[src/dcache_consts.svh]
`ifndef DCACHE_CONSTS_SVH
`define DCACHE_CONSTS_SVH

// address and data path
`define DC_ADDR_W     32
`define DC_DATA_W     32

// cache geometry
`define DC_WAYS       4
`define DC_WAY_W      2
`define DC_SETS       64
`define DC_INDEX_W    6

// line layout, four words per line
`define DC_LINE_WORDS 4
`define DC_OFFSET_W   2
`define DC_LINE_W     128

// what is left of the address above index and offsets
`define DC_TAG_W      22

`endif

[src/dcache_pkg.sv]
`include "dcache_consts.svh"

package dcache_pkg;

    // field view of a byte address
    typedef struct packed {
        logic [`DC_TAG_W-1:0]    tag;
        logic [`DC_INDEX_W-1:0]  index;
        logic [`DC_OFFSET_W-1:0] word;
        logic [1:0]              byte_sel;
    } dc_addr_fields_t;

    // flat word on the LSU and memory side, fields inside the cache
    typedef union packed {
        logic [`DC_ADDR_W-1:0] flat;
        dc_addr_fields_t       f;
    } dc_addr_t;

    // controller states, burst kinds reuse writeback and refill
    typedef enum logic [2:0] {
        s_idle      = 3'd0,
        s_lookup    = 3'd1,
        s_writeback = 3'd2,
        s_refill    = 3'd3,
        s_respond   = 3'd4,
        s_fill      = 3'd5
    } dc_state_t;

endpackage

[src/lsu_port.sv]
`timescale 1ns/10ps
`include "dcache_consts.svh"

module lsu_port import dcache_pkg::*; (
    input  logic                    clk,
    input  logic                    rst_n,
    input  logic                    req_valid,
    output logic                    req_ready,
    input  logic                    req_write,
    input  logic [`DC_ADDR_W-1:0]   req_addr,
    input  logic [`DC_DATA_W-1:0]   req_wdata,
    input  logic [`DC_DATA_W/8-1:0] req_wstrb,
    output logic                    rsp_valid,
    input  logic                    rsp_ready,
    output logic [`DC_DATA_W-1:0]   rsp_rdata,
    output logic                    start,
    output dc_addr_t                hold_addr,
    output logic                    hold_write,
    output logic [`DC_DATA_W-1:0]   hold_wdata,
    output logic [`DC_DATA_W/8-1:0] hold_wstrb,
    input  logic                    finish,
    input  logic [`DC_LINE_W-1:0]   rsp_line
);

    logic accept;
    logic rsp_done;

    assign accept   = req_valid && req_ready;
    assign rsp_done = rsp_valid && rsp_ready;

    always_ff @(posedge clk or negedge rst_n) begin
        if (!rst_n) begin
            req_ready <= 1'b1;
            start     <= 1'b0;
            rsp_valid <= 1'b0;
        end else begin
            start <= accept;
            // ready comes back only once the response has gone out
            if (accept) begin
                req_ready <= 1'b0;
            end else if (rsp_done) begin
                req_ready <= 1'b1;
            end
            if (finish) begin
                rsp_valid <= 1'b1;
            end else if (rsp_done) begin
                rsp_valid <= 1'b0;
            end
        end
    end

    always_ff @(posedge clk) begin
        if (accept) begin
            hold_addr.flat <= req_addr;
            hold_write     <= req_write;
            hold_wdata     <= req_wdata;
            hold_wstrb     <= req_wstrb;
        end
        // pick the addressed word out of the final line
        if (finish) begin
            rsp_rdata <= rsp_line[hold_addr.f.word*`DC_DATA_W +: `DC_DATA_W];
        end
    end

    // the controller finishes only the request it was handed
    assert property (@(posedge clk) disable iff (!rst_n)
        finish |-> !req_ready && !rsp_valid)
        else $error("finish with no request outstanding");

endmodule

[config.mk]
export PLATFORM = sky130hd
export DESIGN_NAME = lsu_port
export DESIGN_NICKNAME = d
export VERILOG_FILES = /design/src/dcache_pkg.sv /design/src/lsu_port.sv
export VERILOG_INCLUDE_DIRS = /design/src
export SDC_FILE = /design/constraint.sdc
export NUM_CORES = 1
export LEC_CHECK = 0
export BUFFER_PORTS_ARGS = -buffer_cell sky130_fd_sc_hd__buf_2
export CAP_MARGIN = 25
export CORE_AREA = 5 5 117 119
export CTS_BUF_LIST = sky130_fd_sc_hd__clkbuf_8
export CTS_CLUSTER_SIZE = 12
export DETAILED_ROUTE_END_ITERATION = 12
export DIE_AREA = 0 0 122 124
export PLACE_DENSITY = 0.67
export REMOVE_ABC_BUFFERS = 1
export SYNTH_ARGS = -nofsm -noshare
export SYNTH_HDL_FRONTEND = slang
export SYNTH_SLANG_ARGS = --single-unit
export TNS_END_PERCENT = 1
[constraint.sdc]
create_clock -name clk -period 3 [get_ports clk]
set_input_delay 0.6 -clock clk [delete_from_list [all_inputs] [get_ports clk]]
set_output_delay 0.6 -clock clk [all_outputs]
set_load 0.005 [all_outputs]
==> flow_metrics.tcl <==
set metrics [dict create \
    grt_pass1_vias 2960 \
    first_pass_iters 4 \
    drive_gt1_frac 0.7613 \
    area_growth_pct 47.36 \
    r2r_cells 2 \
    finClkSkew_ns 0.01550 \
    postCtsSetupRepairBufs 0 \
    worstHoldStart "req_wdata[21]" \
    hold_viol_final 0 \
    r2r-start "hold_addr[2]" \
    fin_setup_tns_ns 0 \
    cts_max_level 3 \
    holdPathStages 1 \
    place.port_buffers 305 \
    ys_seq_elements 104 \
    critical_path_class "flop to output port" \
    coreArea_um2 12470 \
    track_usage 0.1375 \
    grt_pass1_wl_um 15360 \
    p_leak_uw 0.002540 \
    start_kind "flop" \
    min_path_type "primary input to flop" \
    diodes 0 \
    die-area_um2 15130 \
    r2r_end "rsp_rdata[0]" \
    pre_cts_ws_ns 1.166 \
    ant_nets 0 \
    ff2ff_setup_slack_ns 1.28 \
    synth-warning-count 0 \
    cp.arrival_ns 1.42 \
    relSlewSlack 0.4253 \
    route.detailed.drc 0 \
    cp-end-kind "output port" \
    rsz0062_at_grt "false" \
    pin_count 306 \
    drt_iter0_drc 136 \
    crit_fanout 33 \
    die_w_um 122 \
    ys_seq_area_frac 0.7861 \
    cts.sinks 104 \
    irDropWorstVdd_mv 0.1521 \
    cts_tree "built" \
    avgViaCountPerCell 4.350 \
    multi_input_area_um2 758.2 \
    die_h_um 124 \
    period_share 0.6720 \
    final_nets 662 \
    drt-total-wl_um 11040 \
    antenna_found_initial 1 \
    numCtsBuffers 9 \
    cap_violations 0 \
    final_cells 637 \
    vias 2771 \
    cts_buffer_depth 2 \
    start_util 0.3173 \
    gp_congestion 0.7765 \
    grt_overflow 0 \
    required_ns 2.40 \
    synth_area_per_cell_um2 26.72 \
    drv_slew 0 \
    wl_per_cell_um 17.32 \
    synth_area_um2 3955 \
    cts_root_buf "clkbuf_8" \
    worst_pin_slew_ns 0.8621 \
    fill_cells 1092 \
    status "finished, final reports clean" \
    rows 41 \
    power_density_nw_per_um2 500.6 \
    grt_max_degree 71 \
    seq_area_um2 3109 \
    setup_viol 0 \
    placed_cells 620 \
    whs_endpoint "hold_wdata[21]" \
    p_total_uw 2918 \
    period_minus_slack_ns 2.016 \
    final_util 0.4675 \
    netlist-cell-type-count 13 \
    fmax_mhz 496.0 \
    path_clk_slew_ns 0.11 \
    syn_inst 148 \
    fin_ws_ns 0.9840 \
    clk_latency_ns 0.36 \
]
==> metal layers <==
layer | track usage | share of wire
met5 | 0 | 0.0012
met4 | 0.04482 | 0.011
met3 | 0.05631 | 0.12
met2 | 0.2548 | 0.54
met1 | 0.1406 | 0.33
==> cells in the mapped netlist (all sizes together) <==
cell      n  share of area
edfxtp  101           0.77
mux4     32           0.18
buf       7          0.022
dfrtp     2          0.013
a21o      1         0.0019
and2      1         0.0016
dfstp     1         0.0066
inv       1        0.00095
mux2i     1         0.0025
nand2     1        0.00095
==> cell type report <==
class	instances	area share
Timing Repair Buffer	308	0.2662
Tap cell	172	0.03693
Multi-Input combinational cell	36	0.1301
Clock inverter	7	0.01138
Clock buffer	9	0.02125
Inverter	1	0.0006441
Sequential cell	104	0.5335
==> kinds of logic (layout without fill, tap and decap cells) <==
group,Yosys count,after routing,synth area share
muxes,33,33,0.1867
buffers and inverters,8,325,0.02278
DFF,104,104,0.7861
AOI/OAI and AO/OA,1,1,0.001899
and+or+nand+nor,2,2,0.002531
==> stage by stage <==
step	area, µm²	hold slack (ns)
floorplan	3869	0.3044
global placement	5628	0.3981
detailed placement	5628	0.3978
CTS	5828	0.3779
global route	5828	0.3642
finish	5828	0.4065
==> report_power, final <==
group / internal [µW] / switching, µW / total, µW
Combinational: 216 / 156 / 371
Sequential: 1710 / 20.6 / 1730
Clock: 321 / 495 / 816
==> flip-flops by register name, indices dropped and copies added, names as in the netlist <==
| signal | count |
|---|---|
| hold_addr | 32 |
| hold_wdata | 32 |
| rsp_rdata | 32 |
| hold_wstrb | 4 |
| hold_write | 1 |
| req_ready | 1 |
| rsp_valid | 1 |
| start | 1 |
==> cell usage in the layout (no fill, tap or decap) <==
cell and n:
a21o_1 1, and2_4 1, buf_2 305, buf_4 2, clkbuf_8 9, clkinv_4 2, clkinv_8 1, dfrtp_1 2
dfstp_2 1, dlygate4sd3_1 1, edfxtp_1 101, inv_1 2, inv_6 2, inv_8 1, mux2i_1 1, mux4_1 2
mux4_2 30, nand2_1 1
==> worst max-delay path, cell delays in order, from the launching register on <==
cell,delay (ns)
edfxtp_1,0.34
buf_4,0.47
buf_2,0.22
==> repair_timing <==
action / CTS / global route
hold buffers: 1 / 0
gates resized for setup: 0 / 0
endpoints found under the hold margin: 2 / 0
==> worst max path at each step <==
stage                          to          from  slack [ns]
global placement    hold_addr[22]     req_valid        1.19
floorplan            hold_addr[0]     req_valid        0.34
detailed placement  hold_addr[22]     req_valid        1.17
global route         hold_addr[2]  hold_addr[2]        0.83
CTS                  hold_addr[2]  hold_addr[2]        0.89
finish               hold_addr[2]  hold_addr[2]        0.98
No activity file was read; power rests on OpenSTA's default activity.
