==> src/dcache_consts.svh <==
`ifndef DCACHE_CONSTS_SVH
`define DCACHE_CONSTS_SVH

// address and data path
`define DC_ADDR_W     32
`define DC_DATA_W     32

// cache geometry
`define DC_WAYS       4
`define DC_WAY_W      2
`define DC_SETS       64
`define DC_INDEX_W    6

// line layout, four words per line
`define DC_LINE_WORDS 4
`define DC_OFFSET_W   2
`define DC_LINE_W     128

// what is left of the address above index and offsets
`define DC_TAG_W      22

`endif

==> src/dcache_pkg.sv <==
`include "dcache_consts.svh"

package dcache_pkg;

    // field view of a byte address
    typedef struct packed {
        logic [`DC_TAG_W-1:0]    tag;
        logic [`DC_INDEX_W-1:0]  index;
        logic [`DC_OFFSET_W-1:0] word;
        logic [1:0]              byte_sel;
    } dc_addr_fields_t;

    // flat word on the LSU and memory side, fields inside the cache
    typedef union packed {
        logic [`DC_ADDR_W-1:0] flat;
        dc_addr_fields_t       f;
    } dc_addr_t;

    // controller states, burst kinds reuse writeback and refill
    typedef enum logic [2:0] {
        s_idle      = 3'd0,
        s_lookup    = 3'd1,
        s_writeback = 3'd2,
        s_refill    = 3'd3,
        s_respond   = 3'd4,
        s_fill      = 3'd5
    } dc_state_t;

endpackage

==> src/mem_burst.sv <==
`timescale 1ns/10ps
`include "dcache_consts.svh"

module mem_burst import dcache_pkg::*; (
    input  logic                  clk,
    input  logic                  rst_n,
    input  logic                  refill_start,
    input  logic                  writeback_start,
    input  logic [`DC_ADDR_W-1:0] line_addr,
    input  logic [`DC_LINE_W-1:0] wb_line,
    output logic                  burst_done,
    output logic [`DC_LINE_W-1:0] refill_line,
    output logic                  mem_req_valid,
    input  logic                  mem_req_ready,
    output logic                  mem_write,
    output logic [`DC_ADDR_W-1:0] mem_addr,
    output logic [`DC_DATA_W-1:0] mem_wdata,
    input  logic                  mem_rsp_valid,
    input  logic [`DC_DATA_W-1:0] mem_rdata
);

    dc_state_t               mode_q;
    logic [`DC_OFFSET_W-1:0] beat_q;
    logic                    wait_q;
    logic                    req_fire;
    logic                    rd_beat;
    logic                    beat_done;
    logic                    last_beat;

    // read requests pause until their data has come back
    assign mem_req_valid = (mode_q != s_idle) && !wait_q;
    assign mem_write     = (mode_q == s_writeback);
    assign mem_addr      = {line_addr[`DC_ADDR_W-1:`DC_OFFSET_W+2], beat_q, 2'b00};
    assign mem_wdata     = wb_line[beat_q*`DC_DATA_W +: `DC_DATA_W];

    assign req_fire  = mem_req_valid && mem_req_ready;
    assign rd_beat   = (mode_q == s_refill) && mem_rsp_valid;
    // a write beat ends at its handshake, a read beat at its data
    assign beat_done = (mem_write && req_fire) || rd_beat;
    assign last_beat = (beat_q == (`DC_LINE_WORDS-1));

    always_ff @(posedge clk or negedge rst_n) begin
        if (!rst_n) begin
            mode_q     <= s_idle;
            beat_q     <= '0;
            wait_q     <= 1'b0;
            burst_done <= 1'b0;
        end else begin
            burst_done <= 1'b0;
            if (writeback_start || refill_start) begin
                mode_q <= writeback_start ? s_writeback : s_refill;
                beat_q <= '0;
                wait_q <= 1'b0;
            end else if (beat_done) begin
                beat_q <= beat_q + 1'b1;
                wait_q <= 1'b0;
                if (last_beat) begin
                    mode_q     <= s_idle;
                    burst_done <= 1'b1;
                end
            end else if (req_fire) begin
                wait_q <= 1'b1;
            end
        end
    end

    // beat 0 ends up in the low word after four shifts
    always_ff @(posedge clk) begin
        if (rd_beat) begin
            refill_line <= {mem_rdata, refill_line[`DC_LINE_W-1:`DC_DATA_W]};
        end
    end

    // the line address from the controller holds through a stalled beat
    assert property (@(posedge clk) disable iff (!rst_n)
        mem_req_valid && !mem_req_ready |=>
            mem_req_valid && $stable(mem_addr) && $stable(mem_write))
        else $error("memory request changed while stalled in %s burst", mode_q.name());

endmodule

==> config.mk <==
export PLATFORM = sky130hd
export DESIGN_NAME = mem_burst
export DESIGN_NICKNAME = d
export VERILOG_FILES = /design/src/dcache_pkg.sv /design/src/mem_burst.sv
export VERILOG_INCLUDE_DIRS = /design/src
export SDC_FILE = /design/constraint.sdc
export NUM_CORES = 1
export LEC_CHECK = 0
export ABC_AREA = 1
export ABC_CLOCK_PERIOD_IN_PS = 3300
export BUFFER_PORTS_ARGS = -buffer_cell sky130_fd_sc_hd__buf_2
export CORE_AREA = 2 2 152 154
export DETAILED_ROUTE_END_ITERATION = 6
export DIE_AREA = 0 0 154 156
export PLACE_DENSITY = 0.57
export SLEW_MARGIN = 15
export SYNTH_ARGS = -nofsm -noshare
export SYNTH_HDL_FRONTEND = slang
export SYNTH_SLANG_ARGS = --single-unit
==> constraint.sdc <==
create_clock -name clk -period 3.3 [get_ports clk]
set_input_delay 0.33 -clock clk [delete_from_list [all_inputs] [get_ports clk]]
set_output_delay 0.33 -clock clk [all_outputs]
set_load 0.05 [all_outputs]
==> impl_metrics.env <==
export IMPL_core_region_area_um2=22370
export IMPL_power_density_nw_per_um2=589.7
export IMPL_tightestPinTransition_ps=776.0
export IMPL_wl_per_cell_um=15.50
export IMPL_initial_core_util=0.2349
export IMPL_final_nets=881
export IMPL_gp_congestion=0.8010
export IMPL_ys_warn_count=0
export IMPL_cp_required_ps=2970
export IMPL_dp_cells=947
export IMPL_grt_total_usage=0.1215
export IMPL_h_tree_depth=4
export IMPL_viasPerCell=4.235
export IMPL_cts_max_path_buffers=2
export IMPL_worst_path_max_delay_cell="inv_2"
export IMPL_dp_hpwl_mm=11.35
export IMPL_fin_crit_sh=0.7625
export IMPL_maxSlewHeadroom=0.4816
export IMPL_antenna_found_initial=3
export IMPL_critPathBufInv=3
export IMPL_max_stage_delay_ps=430
export IMPL_numCtsBuffers=17
export IMPL_ys_types=21
export IMPL_finalSetupTns_ps=0
export IMPL_cts_root_buf="clkbuf_16"
export IMPL_clock_latency_ps=410
export IMPL_cap_violations=0
export IMPL_postSynthCellCount=376
export IMPL_r2r_slack_ps=1280
export IMPL_drtPass1Iterations=4
export IMPL_synth_seq_cells=134
export IMPL_gr_total_overflow=0
export IMPL_die_h_um=156
export IMPL_avgSynthCellArea_um2=13.97
export IMPL_status="finished clean"
export IMPL_fmax_mhz=397.4
export IMPL_irDropWorstVdd_mv=0.2226
export IMPL_arrival_ps=2190
export IMPL_critPathTopFamily="buffers and inverters"
export IMPL_fin_crit_ps=2516
export IMPL_num_vias=4159
export IMPL_clk_pin_slew_ps=70
export IMPL_cp_end_kind="output port"
export IMPL_cts_tree="built"
export IMPL_p_leak_uw=0.003231
export IMPL_final_cells=982
export IMPL_drt_total_wl_mm=15.22
export IMPL_grt_max_degree=67
export IMPL_clock_sinks=134
export IMPL_portBuffers=330
export IMPL_grt_pass1_vias=3925
export IMPL_die_x_um=154
export IMPL_placementRows=55
export IMPL_cp_start_kind="flop"
export IMPL_postRouteAntennaNets=0
export IMPL_yosysSeqAreaShare=0.7602
export IMPL_initialDrtViolationCount=291
export IMPL_drv_slew=0
export IMPL_grt_setup_unrepaired="false"
export IMPL_dieArea_um2=24020
export IMPL_hold_viol=0
export IMPL_holdWs_ps=91.55
export IMPL_syn_area_um2=5254
export IMPL_finalSetupViolations=0
export IMPL_worstPathMaxFanout=35
export IMPL_drc=0
export IMPL_area_growth_synth_to_final_pct=43.96
export IMPL_ios=393
export IMPL_grt_first_pass_wirelength_mm=22.27
export IMPL_finClkSkew_ps=9.813
export IMPL_hold_path_class="input pin to flop"
export IMPL_crit_type="flop to output port"
export IMPL_drive_gt1_frac=0.5338
export IMPL_cts_resized_gates=0
export IMPL_path_cells="buf_4 -> inv_2 -> o21ai_0 -> o22ai_1 -> buf_2"
registers in the layout, summed over array words and instances (netlist names):
register and flops:
wait_q 1, refill_line 128, mode_q 2, beat_q 2, burst_done 1
cells by family after synthesis:
family,Yosys count,share of synthesized area
compound gates,100,0.1031
fa+ha+maj,1,0.002381
buf+inv,59,0.07383
flops,134,0.7602
other cells,1,0.0007138
simple gates,81,0.05978
final timing paths:
check,startpoint,to,cells past startpoint
setup / recovery,beat_q[1],mem_wdata[7],5
hold / removal,mem_rdata[28],refill_line[124],1
setup reg to reg,mode_q[0],refill_line[29],3
hold reg to reg,refill_line[43],refill_line[11],0
max in group asynchronous,rst_n,beat_q[0],2
min in group asynchronous,rst_n,burst_done,2
per-stage QoR:
| stage | setup slack (ps) | cell area [um2] | util | power, uW |
|---|---|---|---|---|
| 3_3_place_gp | 1232 | 6982 | 0.3122 | 2675 |
| 5_1_grt | 596.1 | 7559 | 0.3380 | 4640 |
| 4_1_cts | 783.9 | 7559 | 0.3380 | 4529 |
| 3_5_place_dp | 1215 | 6982 | 0.3122 | 2681 |
| 2_1_floorplan | 450.3 | 5261 | - | 2554 |
| 6_report | 783.7 | 7564 | 0.3382 | 4460 |
cell usage after synthesis (all sizes together):
cell,n,share of area
nand2,3,0.0021
nor2,71,0.051
edfxtp,128,0.73
a31oi,1,0.0012
conb,1,0.00071
ha,1,0.0024
o22ai,32,0.038
nand3,5,0.0048
nor3,1,0.00095
inv,9,0.0069
dfrtp,6,0.029
buf,40,0.060
clkbuf,10,0.0074
nand4,1,0.0012
o21ai,67,0.064
worst reg2reg max path: stages, from the launching register on:
cell and delay, ps:
dfrtp_1 400, nand3_1 180, clkinvlp_4 660, buf_12 490
placed cells by master (no fill, tap or decap), drive strengths merged:
cell,count
conb,2
edfxtp,128
nand2,3
inv,15
o21ai,67
bufinv,1
ha,1
clkinv,6
a31oi,1
o22ai,32
diode,2
nand4,1
dfrtp,6
nor2,71
clkbuf,17
nand3,5
dlygate4sd3,1
clkinvlp,2
buf,335
nor3,1
metal layers:
metal	vias to the layer above	global-route usage	routed length (um)
met5	-	0	7
met4	2	0.03293	126
met3	12	0.04750	1465
met2	224	0.1965	7347
met1	1947	0.1521	6276
li1	1974	-	-
where the power goes:
part | internal, uW | switching [uW]
registers | 1930 | 24.4
logic | 171 | 517
clock network | 1050 | 762
cell type report:
| type | instances | area, um2 |
|---|---|---|
| repair buffers | 336 | 1724 |
| inverters | 9 | 40.04 |
| well taps | 285 | 356.6 |
| diodes | 2 | 5.005 |
| clock buffers | 17 | 425.4 |
| clock inverters | 15 | 141.4 |
| flip-flops and latches | 134 | 3995 |
| fillers | 2211 | 14800 |
| multi-input cells | 184 | 875.8 |
what timing repair did:
action,CTS,global route
setup buffers,0,0
endpoints found under the hold margin,6,0
hold buffers,1,0
(Power assumes the default switching activity.)
