### config.mk
export PLATFORM = sky130hd
export DESIGN_NAME = cache_ctrl
export DESIGN_NICKNAME = d
export VERILOG_FILES = /design/src/dcache_pkg.sv /design/src/cache_ctrl.sv
export VERILOG_INCLUDE_DIRS = /design/src
export SDC_FILE = /design/constraint.sdc
export NUM_CORES = 1
export LEC_CHECK = 0
export BUFFER_PORTS_ARGS = -buffer_cell sky130_fd_sc_hd__buf_2
export CAP_MARGIN = 20
export CORE_AREA = 8 8 316 318
export DETAILED_ROUTE_END_ITERATION = 8
export DIE_AREA = 0 0 324 326
export PLACE_DENSITY = 0.3
export SYNTH_ARGS = -nofsm -noshare
export SYNTH_HDL_FRONTEND = slang
export SYNTH_SLANG_ARGS = --single-unit
### constraint.sdc
create_clock -name clk -period 5.6 [get_ports clk]
set_input_delay 0.28 -clock clk [delete_from_list [all_inputs] [get_ports clk]]
set_output_delay 0.28 -clock clk [all_outputs]
set_load 0.05 [all_outputs]
### src/dcache_consts.svh
`ifndef DCACHE_CONSTS_SVH
`define DCACHE_CONSTS_SVH

// address and data path
`define DC_ADDR_W     32
`define DC_DATA_W     32

// cache geometry
`define DC_WAYS       4
`define DC_WAY_W      2
`define DC_SETS       64
`define DC_INDEX_W    6

// line layout, four words per line
`define DC_LINE_WORDS 4
`define DC_OFFSET_W   2
`define DC_LINE_W     128

// what is left of the address above index and offsets
`define DC_TAG_W      22

`endif

### src/dcache_pkg.sv
`include "dcache_consts.svh"

package dcache_pkg;

    // field view of a byte address
    typedef struct packed {
        logic [`DC_TAG_W-1:0]    tag;
        logic [`DC_INDEX_W-1:0]  index;
        logic [`DC_OFFSET_W-1:0] word;
        logic [1:0]              byte_sel;
    } dc_addr_fields_t;

    // flat word on the LSU and memory side, fields inside the cache
    typedef union packed {
        logic [`DC_ADDR_W-1:0] flat;
        dc_addr_fields_t       f;
    } dc_addr_t;

    // controller states, burst kinds reuse writeback and refill
    typedef enum logic [2:0] {
        s_idle      = 3'd0,
        s_lookup    = 3'd1,
        s_writeback = 3'd2,
        s_refill    = 3'd3,
        s_respond   = 3'd4,
        s_fill      = 3'd5
    } dc_state_t;

endpackage

### src/cache_ctrl.sv
`timescale 1ns/10ps
`include "dcache_consts.svh"

module cache_ctrl import dcache_pkg::*; (
    input  logic                    clk,
    input  logic                    rst_n,
    input  logic                    start,
    input  dc_addr_t                hold_addr,
    input  logic                    hold_write,
    input  logic [`DC_DATA_W-1:0]   hold_wdata,
    input  logic [`DC_DATA_W/8-1:0] hold_wstrb,
    output logic                    finish,
    output logic [`DC_LINE_W-1:0]   rsp_line,
    output logic [`DC_INDEX_W-1:0]  index,
    output logic [`DC_TAG_W-1:0]    tag,
    output logic                    update,
    output logic [`DC_WAY_W-1:0]    update_way,
    output logic                    update_dirty,
    input  logic                    hit,
    input  logic [`DC_WAY_W-1:0]    hit_way,
    input  logic [`DC_WAY_W-1:0]    victim_way,
    input  logic                    victim_dirty,
    input  logic [`DC_TAG_W-1:0]    victim_tag,
    output logic [`DC_WAY_W-1:0]    way,
    output logic                    write,
    output logic [`DC_LINE_W/8-1:0] byte_en,
    output logic [`DC_LINE_W-1:0]   wline,
    input  logic [`DC_LINE_W-1:0]   rline,
    output logic                    refill_start,
    output logic                    writeback_start,
    output logic [`DC_ADDR_W-1:0]   line_addr,
    output logic [`DC_LINE_W-1:0]   wb_line,
    input  logic                    burst_done,
    input  logic [`DC_LINE_W-1:0]   refill_line
);

    dc_state_t               state_q;
    logic [`DC_WAY_W-1:0]    way_q;
    logic [`DC_TAG_W-1:0]    victim_tag_q;
    logic [`DC_LINE_W/8-1:0] store_be;
    logic [`DC_LINE_W-1:0]   store_line;
    logic [`DC_LINE_W-1:0]   merged_line;
    dc_addr_t                line_base;

    // store strobes moved to the word offset within the line
    always_comb begin
        store_be = '0;
        if (hold_write) begin
            store_be[hold_addr.f.word*(`DC_DATA_W/8) +: `DC_DATA_W/8] = hold_wstrb;
        end
    end

    assign store_line = {`DC_LINE_WORDS{hold_wdata}};

    // refilled line with the pending store laid over it
    always_comb begin
        for (int b = 0; b < `DC_LINE_W/8; b++) begin
            merged_line[b*8 +: 8] = store_be[b] ? store_line[b*8 +: 8] : refill_line[b*8 +: 8];
        end
    end

    assign index = hold_addr.f.index;
    assign tag   = hold_addr.f.tag;

    // lookup reads the hit way, or the candidate victim on a miss
    assign way     = (state_q == s_lookup) ? (hit ? hit_way : victim_way) : way_q;
    assign write   = ((state_q == s_lookup) && hit && hold_write) || (state_q == s_fill);
    assign byte_en = (state_q == s_fill) ? '1 : store_be;
    assign wline   = (state_q == s_fill) ? merged_line : store_line;

    assign update       = write;
    assign update_way   = way;
    assign update_dirty = hold_write;

    assign finish   = (state_q == s_respond);
    assign rsp_line = rline;
    assign wb_line  = rline;

    // write-back goes to the victim's own address
    always_comb begin
        line_base            = hold_addr;
        line_base.f.word     = '0;
        line_base.f.byte_sel = '0;
        if (state_q == s_writeback) begin
            line_base.f.tag = victim_tag_q;
        end
    end

    assign line_addr = line_base.flat;

    always_ff @(posedge clk or negedge rst_n) begin
        if (!rst_n) begin
            state_q         <= s_idle;
            refill_start    <= 1'b0;
            writeback_start <= 1'b0;
        end else begin
            refill_start    <= 1'b0;
            writeback_start <= 1'b0;
            case (state_q)
                s_idle: begin
                    if (start) begin
                        state_q <= s_lookup;
                    end
                end
                s_lookup: begin
                    if (hit) begin
                        state_q <= s_respond;
                    end else if (victim_dirty) begin
                        state_q         <= s_writeback;
                        writeback_start <= 1'b1;
                    end else begin
                        state_q      <= s_refill;
                        refill_start <= 1'b1;
                    end
                end
                s_writeback: begin
                    if (burst_done) begin
                        state_q      <= s_refill;
                        refill_start <= 1'b1;
                    end
                end
                s_refill: begin
                    if (burst_done) begin
                        state_q <= s_fill;
                    end
                end
                s_fill:    state_q <= s_respond;
                s_respond: state_q <= s_idle;
                default:   state_q <= s_idle;
            endcase
        end
    end

    // victim choice frozen for the rest of the miss
    always_ff @(posedge clk) begin
        if (state_q == s_lookup) begin
            way_q        <= way;
            victim_tag_q <= victim_tag;
        end
    end

endmodule

==> results of run 1 <==
-- metal layers --
| layer | vias to the layer above | wire, um | global-route usage |
|---|---|---|---|
| met4 | 4 | 1230 | 0.0195 |
| met3 | 112 | 3940 | 0.0254 |
| li1 | 1901 | - | - |
| met5 | - | 27 | 0 |
| met2 | 430 | 13900 | 0.0892 |
| met1 | 1929 | 13500 | 0.0692 |
-- cell families (layout without fill, tap and decap cells) --
logic type,count (synthesis),after routing,share of synthesized area
muxes,152,152,0.307
other,1,4,0.000674
AOI/OAI and AO/OA,37,37,0.0712
and+or+nand+nor,31,31,0.0348
DFF,29,29,0.152
adders and majority gates,5,5,0.0112
buffers and inverters,318,436,0.423
-- power breakdown --
part           internal (mW)  leakage, nW  switching [mW]
registers              0.322        0.288          0.0452
clock network          0.163       0.0706          0.0972
logic                  0.523         2.57            1.51
total                   1.01         2.93            1.65
-- final timing paths --
check | slack [ps] | start | cells after the start | end
setup / recovery | 2410 | hold_addr[2] | 7 | wline[68]
hold / removal | 170 | victim_tag[17] | 1 | victim_tag_q[17]
setup reg to reg | 3940 | state_q[0] | 4 | way_q[0]
hold reg to reg | 690 | state_q[0] | 1 | state_q[2]
max in group asynchronous | 4980 | rst_n | 2 | state_q[0]
min in group asynchronous | 480 | rst_n | 2 | state_q[1]
-- area by class of cell --
class                           instances  area share
Clock buffer                            6      0.0181
Clock inverter                          2     0.00141
Inverter                                5     0.00264
Multi-Input combinational cell        229       0.336
Sequential cell                        29       0.119
Tap cell                             1265       0.223
Timing Repair Buffer                  423       0.300
-- critical path, delay by kind of cell --
| family | cells | cell delay [ps] |
|---|---|---|
| AO/OA/AOI/OAI | 1 | 670 |
| AND/OR/NAND/NOR | 1 | 600 |
| buffers and inverters | 3 | 540 |
| multiplexers | 1 | 410 |
| adder cells (fa/ha/maj) | 1 | 370 |
-- synthesized netlist by cell type, types with 2 or more instances --
cell,n
buf_4,302
clkbuf_1,3
ha_1,5
nor2_1,3
edfxtp_1,24
dfrtp_1,5
buf_2,5
mux2_2,150
a31oi_4,3
o21ai_0,12
a21oi_1,3
nand2_1,8
mux2i_1,2
nand3_1,6
nor3b_1,3
o21ai_4,11
inv_1,5
and3b_1,2
a311oi_1,2
buf_6,3
-- state kept, by name (all words and copies together), names as in the netlist --
name	cells
refill_start	1
state_q	3
victim_tag_q	22
way_q	2
writeback_start	1
-- what timing repair did --
item / 4_1_cts / 5_1_grt
gates resized for setup: 0 / 0
hold buffers: 1 / 0
hold endpoints to repair: 5 / 0
==> qor.log, run 1 <==
INFO  outcome        outcome=completed
INFO  power_and_ir_drop power_dens_cells=374mW/mm^2
INFO  placed_design  placed_area=0.00696mm^2
INFO  layout         area.growth.synth_to_final=27.6%
INFO  layout         mostFrequentLayoutCells=418 x buf_2, 150 x mux2_2, 24 x edfxtp_1, 12 x o21ai_0, 11 x o21ai_4
INFO  critical_path  cell_breakdown_of_the_critical_path=buf_2 -> inv_1 -> ha_1 -> nand4bb_1 -> o21ai_4 -> mux2_2 -> buf_2
INFO  power_and_ir_drop irDropWorstVdd=0.184mV
INFO  timing         final.min_clock_period=3190ps
INFO  critical_path  critical_path_peak_fanout=8
INFO  critical_path  worstSetupEndpointType=output port
INFO  synthesis      synth.top_cells.by_area=buf_4 41%, mux2_2 30%, edfxtp_1 13%
INFO  timing         fin_setup_tns=0ps
INFO  drt            drt_wl_total=32700um
INFO  layout         layout-drive-gt1-share=0.863
INFO  global_route   first_global_vias=4962
INFO  timing         max_freq=0.314GHz
INFO  global_route   grt.overflow.total=0
INFO  critical_path  timing.critical_path.mode_cell=buf_2
INFO  timing         finalHoldViolCount=0
INFO  timing         timing.final.crit_share=0.570
INFO  placed_design  dp.final_hpwl=30000um
INFO  clock_network  clk_pin_slew_worst_paths=50ps
INFO  critical_path  cp_slowest_cell=o21ai_4
INFO  clock_network  cts_num_sinks=29
INFO  timing         tightest_slew=926ps
INFO  clock_network  cts_max_path_buffers=2
INFO  synthesis      syn-mean-instance-area=9.72um^2
INFO  power_and_ir_drop power_leakage=2.93nW
INFO  synthesis      synth_edf_count=24
INFO  clock_network  clock_tree_from_tritoncts=done
INFO  layout         regArea=846um^2
INFO  clock_network  clock_tree.htree_level_count=2
INFO  synthesis      yosysTopAreaCellShare=0.407
INFO  critical_path  critical_path_class=input pin to output port
INFO  synthesis      syn_area=0.00557mm^2
INFO  power_and_ir_drop power=2.66mW
INFO  global_route   wire_length_of_the_first_global_routing_pass=42100um
INFO  placed_design  place_ws=2270ps
INFO  placed_design  gp_congestion=0.781
INFO  timing         timing.max_slew.rel_slack=0.381
INFO  critical_path  critical_path.max_stage_delay=670ps
INFO  layout         layoutNonFillerInstCount=1959
INFO  layout         final_design_area_excluding_fillers=0.00711mm^2
INFO  synthesis      postSynth.asyncResetShare=0.172
INFO  floorplan      fp-row-count=113
INFO  drt            detail_route.first_pass.iterations=4
INFO  floorplan      die_y=326um
INFO  layout         n_antenna_cell=0
INFO  layout         multi_input_comb_area=0.00239mm^2
INFO  drt            first_iter_violations=103
INFO  clock_network  cts.root.buffer_cell=clkbuf_16
INFO  timing         finalClockSkew=6.96ps
INFO  synthesis      mapped_cells=573
INFO  synthesis      synth-seq-area-share=0.152
INFO  critical_path  timing.critical_path.arrival=2910ps
INFO  timing         setup_ws=2410ps
INFO  floorplan      design.core.area=0.0944mm^2
INFO  synthesis      synth_top_area_cell=buf_4
INFO  timing         timing.final.max_slew_violations=0
INFO  layout         nets=1055
INFO  synthesis      yosys_warnings=0
INFO  placed_design  buffer_ports.inserted=418
INFO  layout         mostFrequentLayoutCell=buf_2
INFO  critical_path  worst-endpoint-required=5320ps
INFO  global_route   grt_max_degree=31
INFO  floorplan      width_of_the_chip=324um
INFO  floorplan      initial_core_util=0.0590
INFO  clock_network  cts.repair_timing.setup_buffer_count=0
INFO  placed_design  placedCellCount=1950
INFO  clock_network  clk-insertion-delay-late=280ps
INFO  global_route   track_usage=0.0571
INFO  clock_network  cts-buffers-inserted=5
INFO  synthesis      netlist-cell-type-count=36
INFO  drt            wire_per_inst=16.7um
INFO  critical_path  cp_launch_type=input pin
INFO  layout         utilization=0.0752
INFO  timing         final.hold.worst_slack=173ps
INFO  worst_hold_path hp-class=input pin to flip-flop
INFO  global_route   antenna_found_initial=11
INFO  floorplan      top_level_ports=827
INFO  synthesis      dominant_synthesized_flop_cell=edfxtp_1
INFO  drt            vias=4376
INFO  floorplan      fp.dieArea=0.106mm^2
INFO  run            drv.max_cap_violation_count=0
INFO  layout         nFillCells=11.2k
INFO  synthesis      yosys_register_bits=29
INFO  timing         finalSetupViolations=0
INFO  drt            average_vias_per_placed_instance=2.23
INFO  timing         rsz0062_at_grt=no
INFO  drt            remaining_drc_errors=0
INFO  drt            remaining_antenna_violation_count_after_routing=0
(Power assumes the default switching activity.)
==> run 2: changes to the inputs <==
- ABC_AREA: unset -> 1
- CORE_AREA: 8 8 316 318 -> 8 8 312 314
- DIE_AREA: 0 0 324 326 -> 0 0 320 322
- PLACE_DENSITY: 0.3 -> 0.31
- clock period: 5.6 -> 2.6 ns (I/O delays scaled with it)
==> run 2 against run 1 <==
Sequential power increased by 110%. Count of clock-buffer cells in the layout rose by 1. Core utilization rose by 0.87 points. Via count is 44% higher. Die area decreased by 2.4%. Flip-flop and latch count unchanged. Area after synthesis grew 4.7%. Global-route usage grew 1.9 points. Critical path depth grew 3. Worst setup slack worse by 2200 ps. Synthesized cell count grew 61%.
==> qor.log, run 2 <==
INFO  clock_network  cts.root.buffer_cell=clkbuf_16 [unchanged]
INFO  layout         layout-drive-gt1-share=0.468 [was 0.863]
INFO  drt            drt_wl_total=41800um [was 32700 um]
INFO  global_route   track_usage=0.0758 [was 0.0571]
INFO  clock_network  clock_tree_from_tritoncts=done [unchanged]
INFO  power_and_ir_drop irDropWorstVdd=0.262mV [was 0.184 mV]
INFO  synthesis      dominant_synthesized_flop_cell=edfxtp_1 [unchanged]
INFO  clock_network  cts.repair_timing.setup_buffer_count=0 [unchanged]
INFO  synthesis      netlist-cell-type-count=24 [was 36]
INFO  critical_path  cp_launch_type=flip-flop [was input pin]
INFO  timing         finalSetupViolations=0 [unchanged]
INFO  timing         timing.final.crit_share=0.927
INFO  placed_design  gp_congestion=0.747 [was 0.781]
INFO  floorplan      width_of_the_chip=320um [was 324 um]
INFO  worst_hold_path min_delay_worst_endpoint=victim_tag_q[10] [was victim_tag_q[17]]
INFO  global_route   antenna_found_initial=22 [was 11]
INFO  critical_path  worst-endpoint-required=2470ps [was 5320 ps]
INFO  drt            remaining_drc_errors=0 [unchanged]
INFO  drt            detail_route.first_pass.iterations=4 [unchanged]
INFO  clock_network  cts-buffers-inserted=5 [unchanged]
INFO  timing         rsz0062_at_grt=no [unchanged]
INFO  timing         timing.final.max_slew_violations=0 [unchanged]
INFO  global_route   grt.overflow.total=0 [unchanged]
INFO  worst_hold_path hold-path-cell-count=1 [unchanged]
INFO  placed_design  buffer_ports.inserted=418 [unchanged]
INFO  timing         fin_setup_tns=0ps [unchanged]
INFO  drt            wire_per_inst=18.4um [was 16.7 um]
INFO  drt            vias=6285 [was 4376]
INFO  critical_path  ff2ff_path_depth=5 [was 4]
INFO  floorplan      fp.dieArea=0.103mm^2 [was 0.106 mm^2]
INFO  run            drv.max_cap_violation_count=0 [unchanged]
INFO  drt            remaining_antenna_violation_count_after_routing=0 [unchanged]
INFO  synthesis      synth.top_cells.by_count=362 x nand2_1, 304 x buf_4, 139 x nand3_1 [was 302 x buf_4, 150 x mux2_2, 24 x edfxtp_1]
INFO  floorplan      fp-row-count=112 [was 113]
INFO  synthesis      yosys_warnings=0 [unchanged]
INFO  critical_path  worst_r2r_endpoint=victim_tag_q[11] [was way_q[0]]
INFO  synthesis      yosysTopAreaCellShare=0.392 [was 0.407]
INFO  placed_design  dp.final_hpwl=37200um [was 30000 um]
INFO  timing         finalClockSkew=1.04ps [was 6.96 ps]
INFO  layout         area.growth.synth_to_final=33.2% [was 27.6%]
INFO  critical_path  worstSetupEndpointType=output port [unchanged]
INFO  clock_network  cts_max_path_buffers=2 [unchanged]
INFO  critical_path  critical_path_peak_fanout=36 [was 8]
INFO  layout         max_flop_register=victim_tag_q [unchanged]
INFO  placed_design  placedCellCount=2257 [was 1950]
INFO  clock_network  cts_num_sinks=29 [unchanged]
INFO  synthesis      postSynth.asyncResetShare=0.172 [unchanged]
INFO  global_route   first_global_vias=6807 [was 4962]
INFO  timing         final.min_clock_period=2410ps
INFO  worst_hold_path min_delay_startpoint=victim_tag[10] [was victim_tag[17]]
INFO  layout         largest_registers=victim_tag_q: 22 flops, state_q: 3 flops, way_q: 2 flops [unchanged]
INFO  synthesis      mapped_cells=924 [was 573]
INFO  layout         nFillCells=11.1k [was 11.2k]
INFO  clock_network  cts_hold_repair.buffers=1 [unchanged]
INFO  layout         largest_register_ff_count=22 [unchanged]
INFO  synthesis      synth_top_area_cell=buf_4 [unchanged]
INFO  timing         finalHoldViolCount=0 [unchanged]
INFO  global_route   wire_length_of_the_first_global_routing_pass=55100um [was 42100 um]
INFO  global_route   grt_max_degree=40 [was 31]
INFO  synthesis      synth-seq-area-share=0.145 [was 0.152]
INFO  synthesis      syn_area=0.00583mm^2 [was 0.00557 mm^2]
INFO  outcome        outcome=completed [unchanged]
INFO  worst_hold_path hp-class=input pin to flip-flop [unchanged]
INFO  synthesis      yosys_register_bits=29 [unchanged]
INFO  power_and_ir_drop power_leakage=4.02nW [was 2.93 nW]
INFO  floorplan      die_y=322um [was 326 um]
INFO  clock_network  clk_pin_slew_worst_paths=50ps [about the same]
INFO  critical_path  critical_path_class=flip-flop to output port [was input pin to output port]
INFO  critical_path  worst-r2r-setup-slack=1010ps [was 3940 ps]
INFO  synthesis      synth_edf_count=24 [unchanged]
INFO  clock_network  ctsResizeCount=0 [unchanged]
INFO  clock_network  clock_tree.htree_level_count=2 [unchanged]
INFO  critical_path  timing.critical_path.arrival=2280ps [was 2910 ps]
INFO  synthesis      syn-mean-instance-area=6.31um^2 [was 9.72 um^2]
INFO  power_and_ir_drop power_dens_cells=863mW/mm^2 [was 374 mW/mm^2]
INFO  synthesis      synth.top_cells.by_area=buf_4 39%, nand2_1 23%, edfxtp_1 12% [was buf_4 41%, mux2_2 30%, edfxtp_1 13%]
INFO  drt            first_iter_violations=209 [was 103]
INFO  layout         layoutNonFillerInstCount=2275 [was 1959]
INFO  drt            average_vias_per_placed_instance=2.76 [was 2.23]
INFO  critical_path  critical_path.reg2reg.startpoint=state_q[1] [was state_q[0]]
INFO  layout         mostFrequentLayoutCells=405 x buf_2, 362 x nand2_1, 139 x nand3_1, 30 x buf_4, 24 x edfxtp_1 [was 418 x buf_2, 150 x mux2_2, 24 x edfxtp_1, 12 x o21ai_0, 11 x o21ai_4]
INFO  floorplan      design.core.area=0.0925mm^2 [was 0.0944 mm^2]
INFO  timing         max_freq=0.415GHz
INFO  layout         nets=1430 [was 1055]
INFO  floorplan      initial_core_util=0.0630 [was 0.0590]
INFO  floorplan      top_level_ports=827 [unchanged]
INFO  clock_network  clk-insertion-delay-late=280ps [about the same]
INFO  layout         mostFrequentLayoutCell=buf_2 [unchanged]
INFO  synthesis      synth.most_common_cell=nand2_1 [was buf_4]
-- run 2: final cells by class --
cell class / count / area, um^2 / area share
well taps: 1197 / 1500 / 0.193
flip-flops and latches: 29 / 846 / 0.109
clock buffers: 7 / 143 / 0.0184
clock inverters: 1 / 30.0 / 0.00387
inverters: 22 / 82.6 / 0.0106
repair buffers: 453 / 2600 / 0.335
multi-input cells: 557 / 2540 / 0.327
diodes: 9 / 22.5 / 0.00290
-- run 2: cell families after synthesis --
family                   share of synthesized area
AND/OR/NAND/NOR                              0.416
buffers and inverters                        0.423
flip-flops                                   0.145
adder cells (fa/ha/maj)                     0.0107
AO/OA/AOI/OAI                              0.00408
other                                     0.000643
-- run 2: how the worst max path moves through the flow --
| stage | startpoint | endpoint | slack, ps | cells after the start |
|---|---|---|---|---|
| after floorplan | state_q[1] | way[0] | 220 | 6 |
| after global placement | state_q[1] | wline[78] | 440 | 10 |
| after detailed placement | state_q[1] | wline[90] | 440 | 10 |
| after CTS | state_q[1] | wline[90] | 120 | 10 |
| after global routing | state_q[0] | wline[90] | 30 | 9 |
| final | state_q[1] | wline[90] | 190 | 10 |
-- run 2: worst max-delay path, stage by stage (launching register included) --
cell and delay [ps]:
dfrtp_1 380, inv_2 50, nand2_1 130, nor2_4 230
buf_12 190, buf_12 240, buf_12 200, nand2_4 90
nand2_1 90, nand2_1 140, buf_12 200
-- run 2: through the flow --
| stage | hold slack (ps) | utilization | total power [mW] | area (um^2) | setup slack [ps] |
|---|---|---|---|---|---|
| global placement | -33.2 | 0.0817 | 6.19 | 7560 | 436 |
| global route | 6.25 | 0.0837 | 7.14 | 7740 | 27.2 |
| floorplan | -166 | - | 5.51 | 5840 | 216 |
| CTS | 3.91 | 0.0837 | 6.88 | 7740 | 124 |
| finish | 22.3 | 0.0839 | 6.70 | 7760 | 189 |
| detailed placement | -33.1 | 0.0817 | 6.15 | 7560 | 445 |
-- run 2: power breakdown --
part | switching (mW) | total, mW | leakage (nW) | internal [mW]
Sequential | 0.0550 | 0.766 | 0.290 | 0.711
Combinational | 4.05 | 5.25 | 3.64 | 1.20
Clock | 0.209 | 0.687 | 0.0842 | 0.478
Total | 4.31 | 6.70 | 4.02 | 2.39
-- run 2: metal layers --
layer | track usage | routed length (um) | up-vias
met5 | 0.00756 | 154 | -
met4 | 0.0278 | 1650 | 12
met3 | 0.0477 | 6350 | 124
met2 | 0.119 | 18000 | 511
met1 | 0.0823 | 15700 | 2713
li1 | - | - | 2925
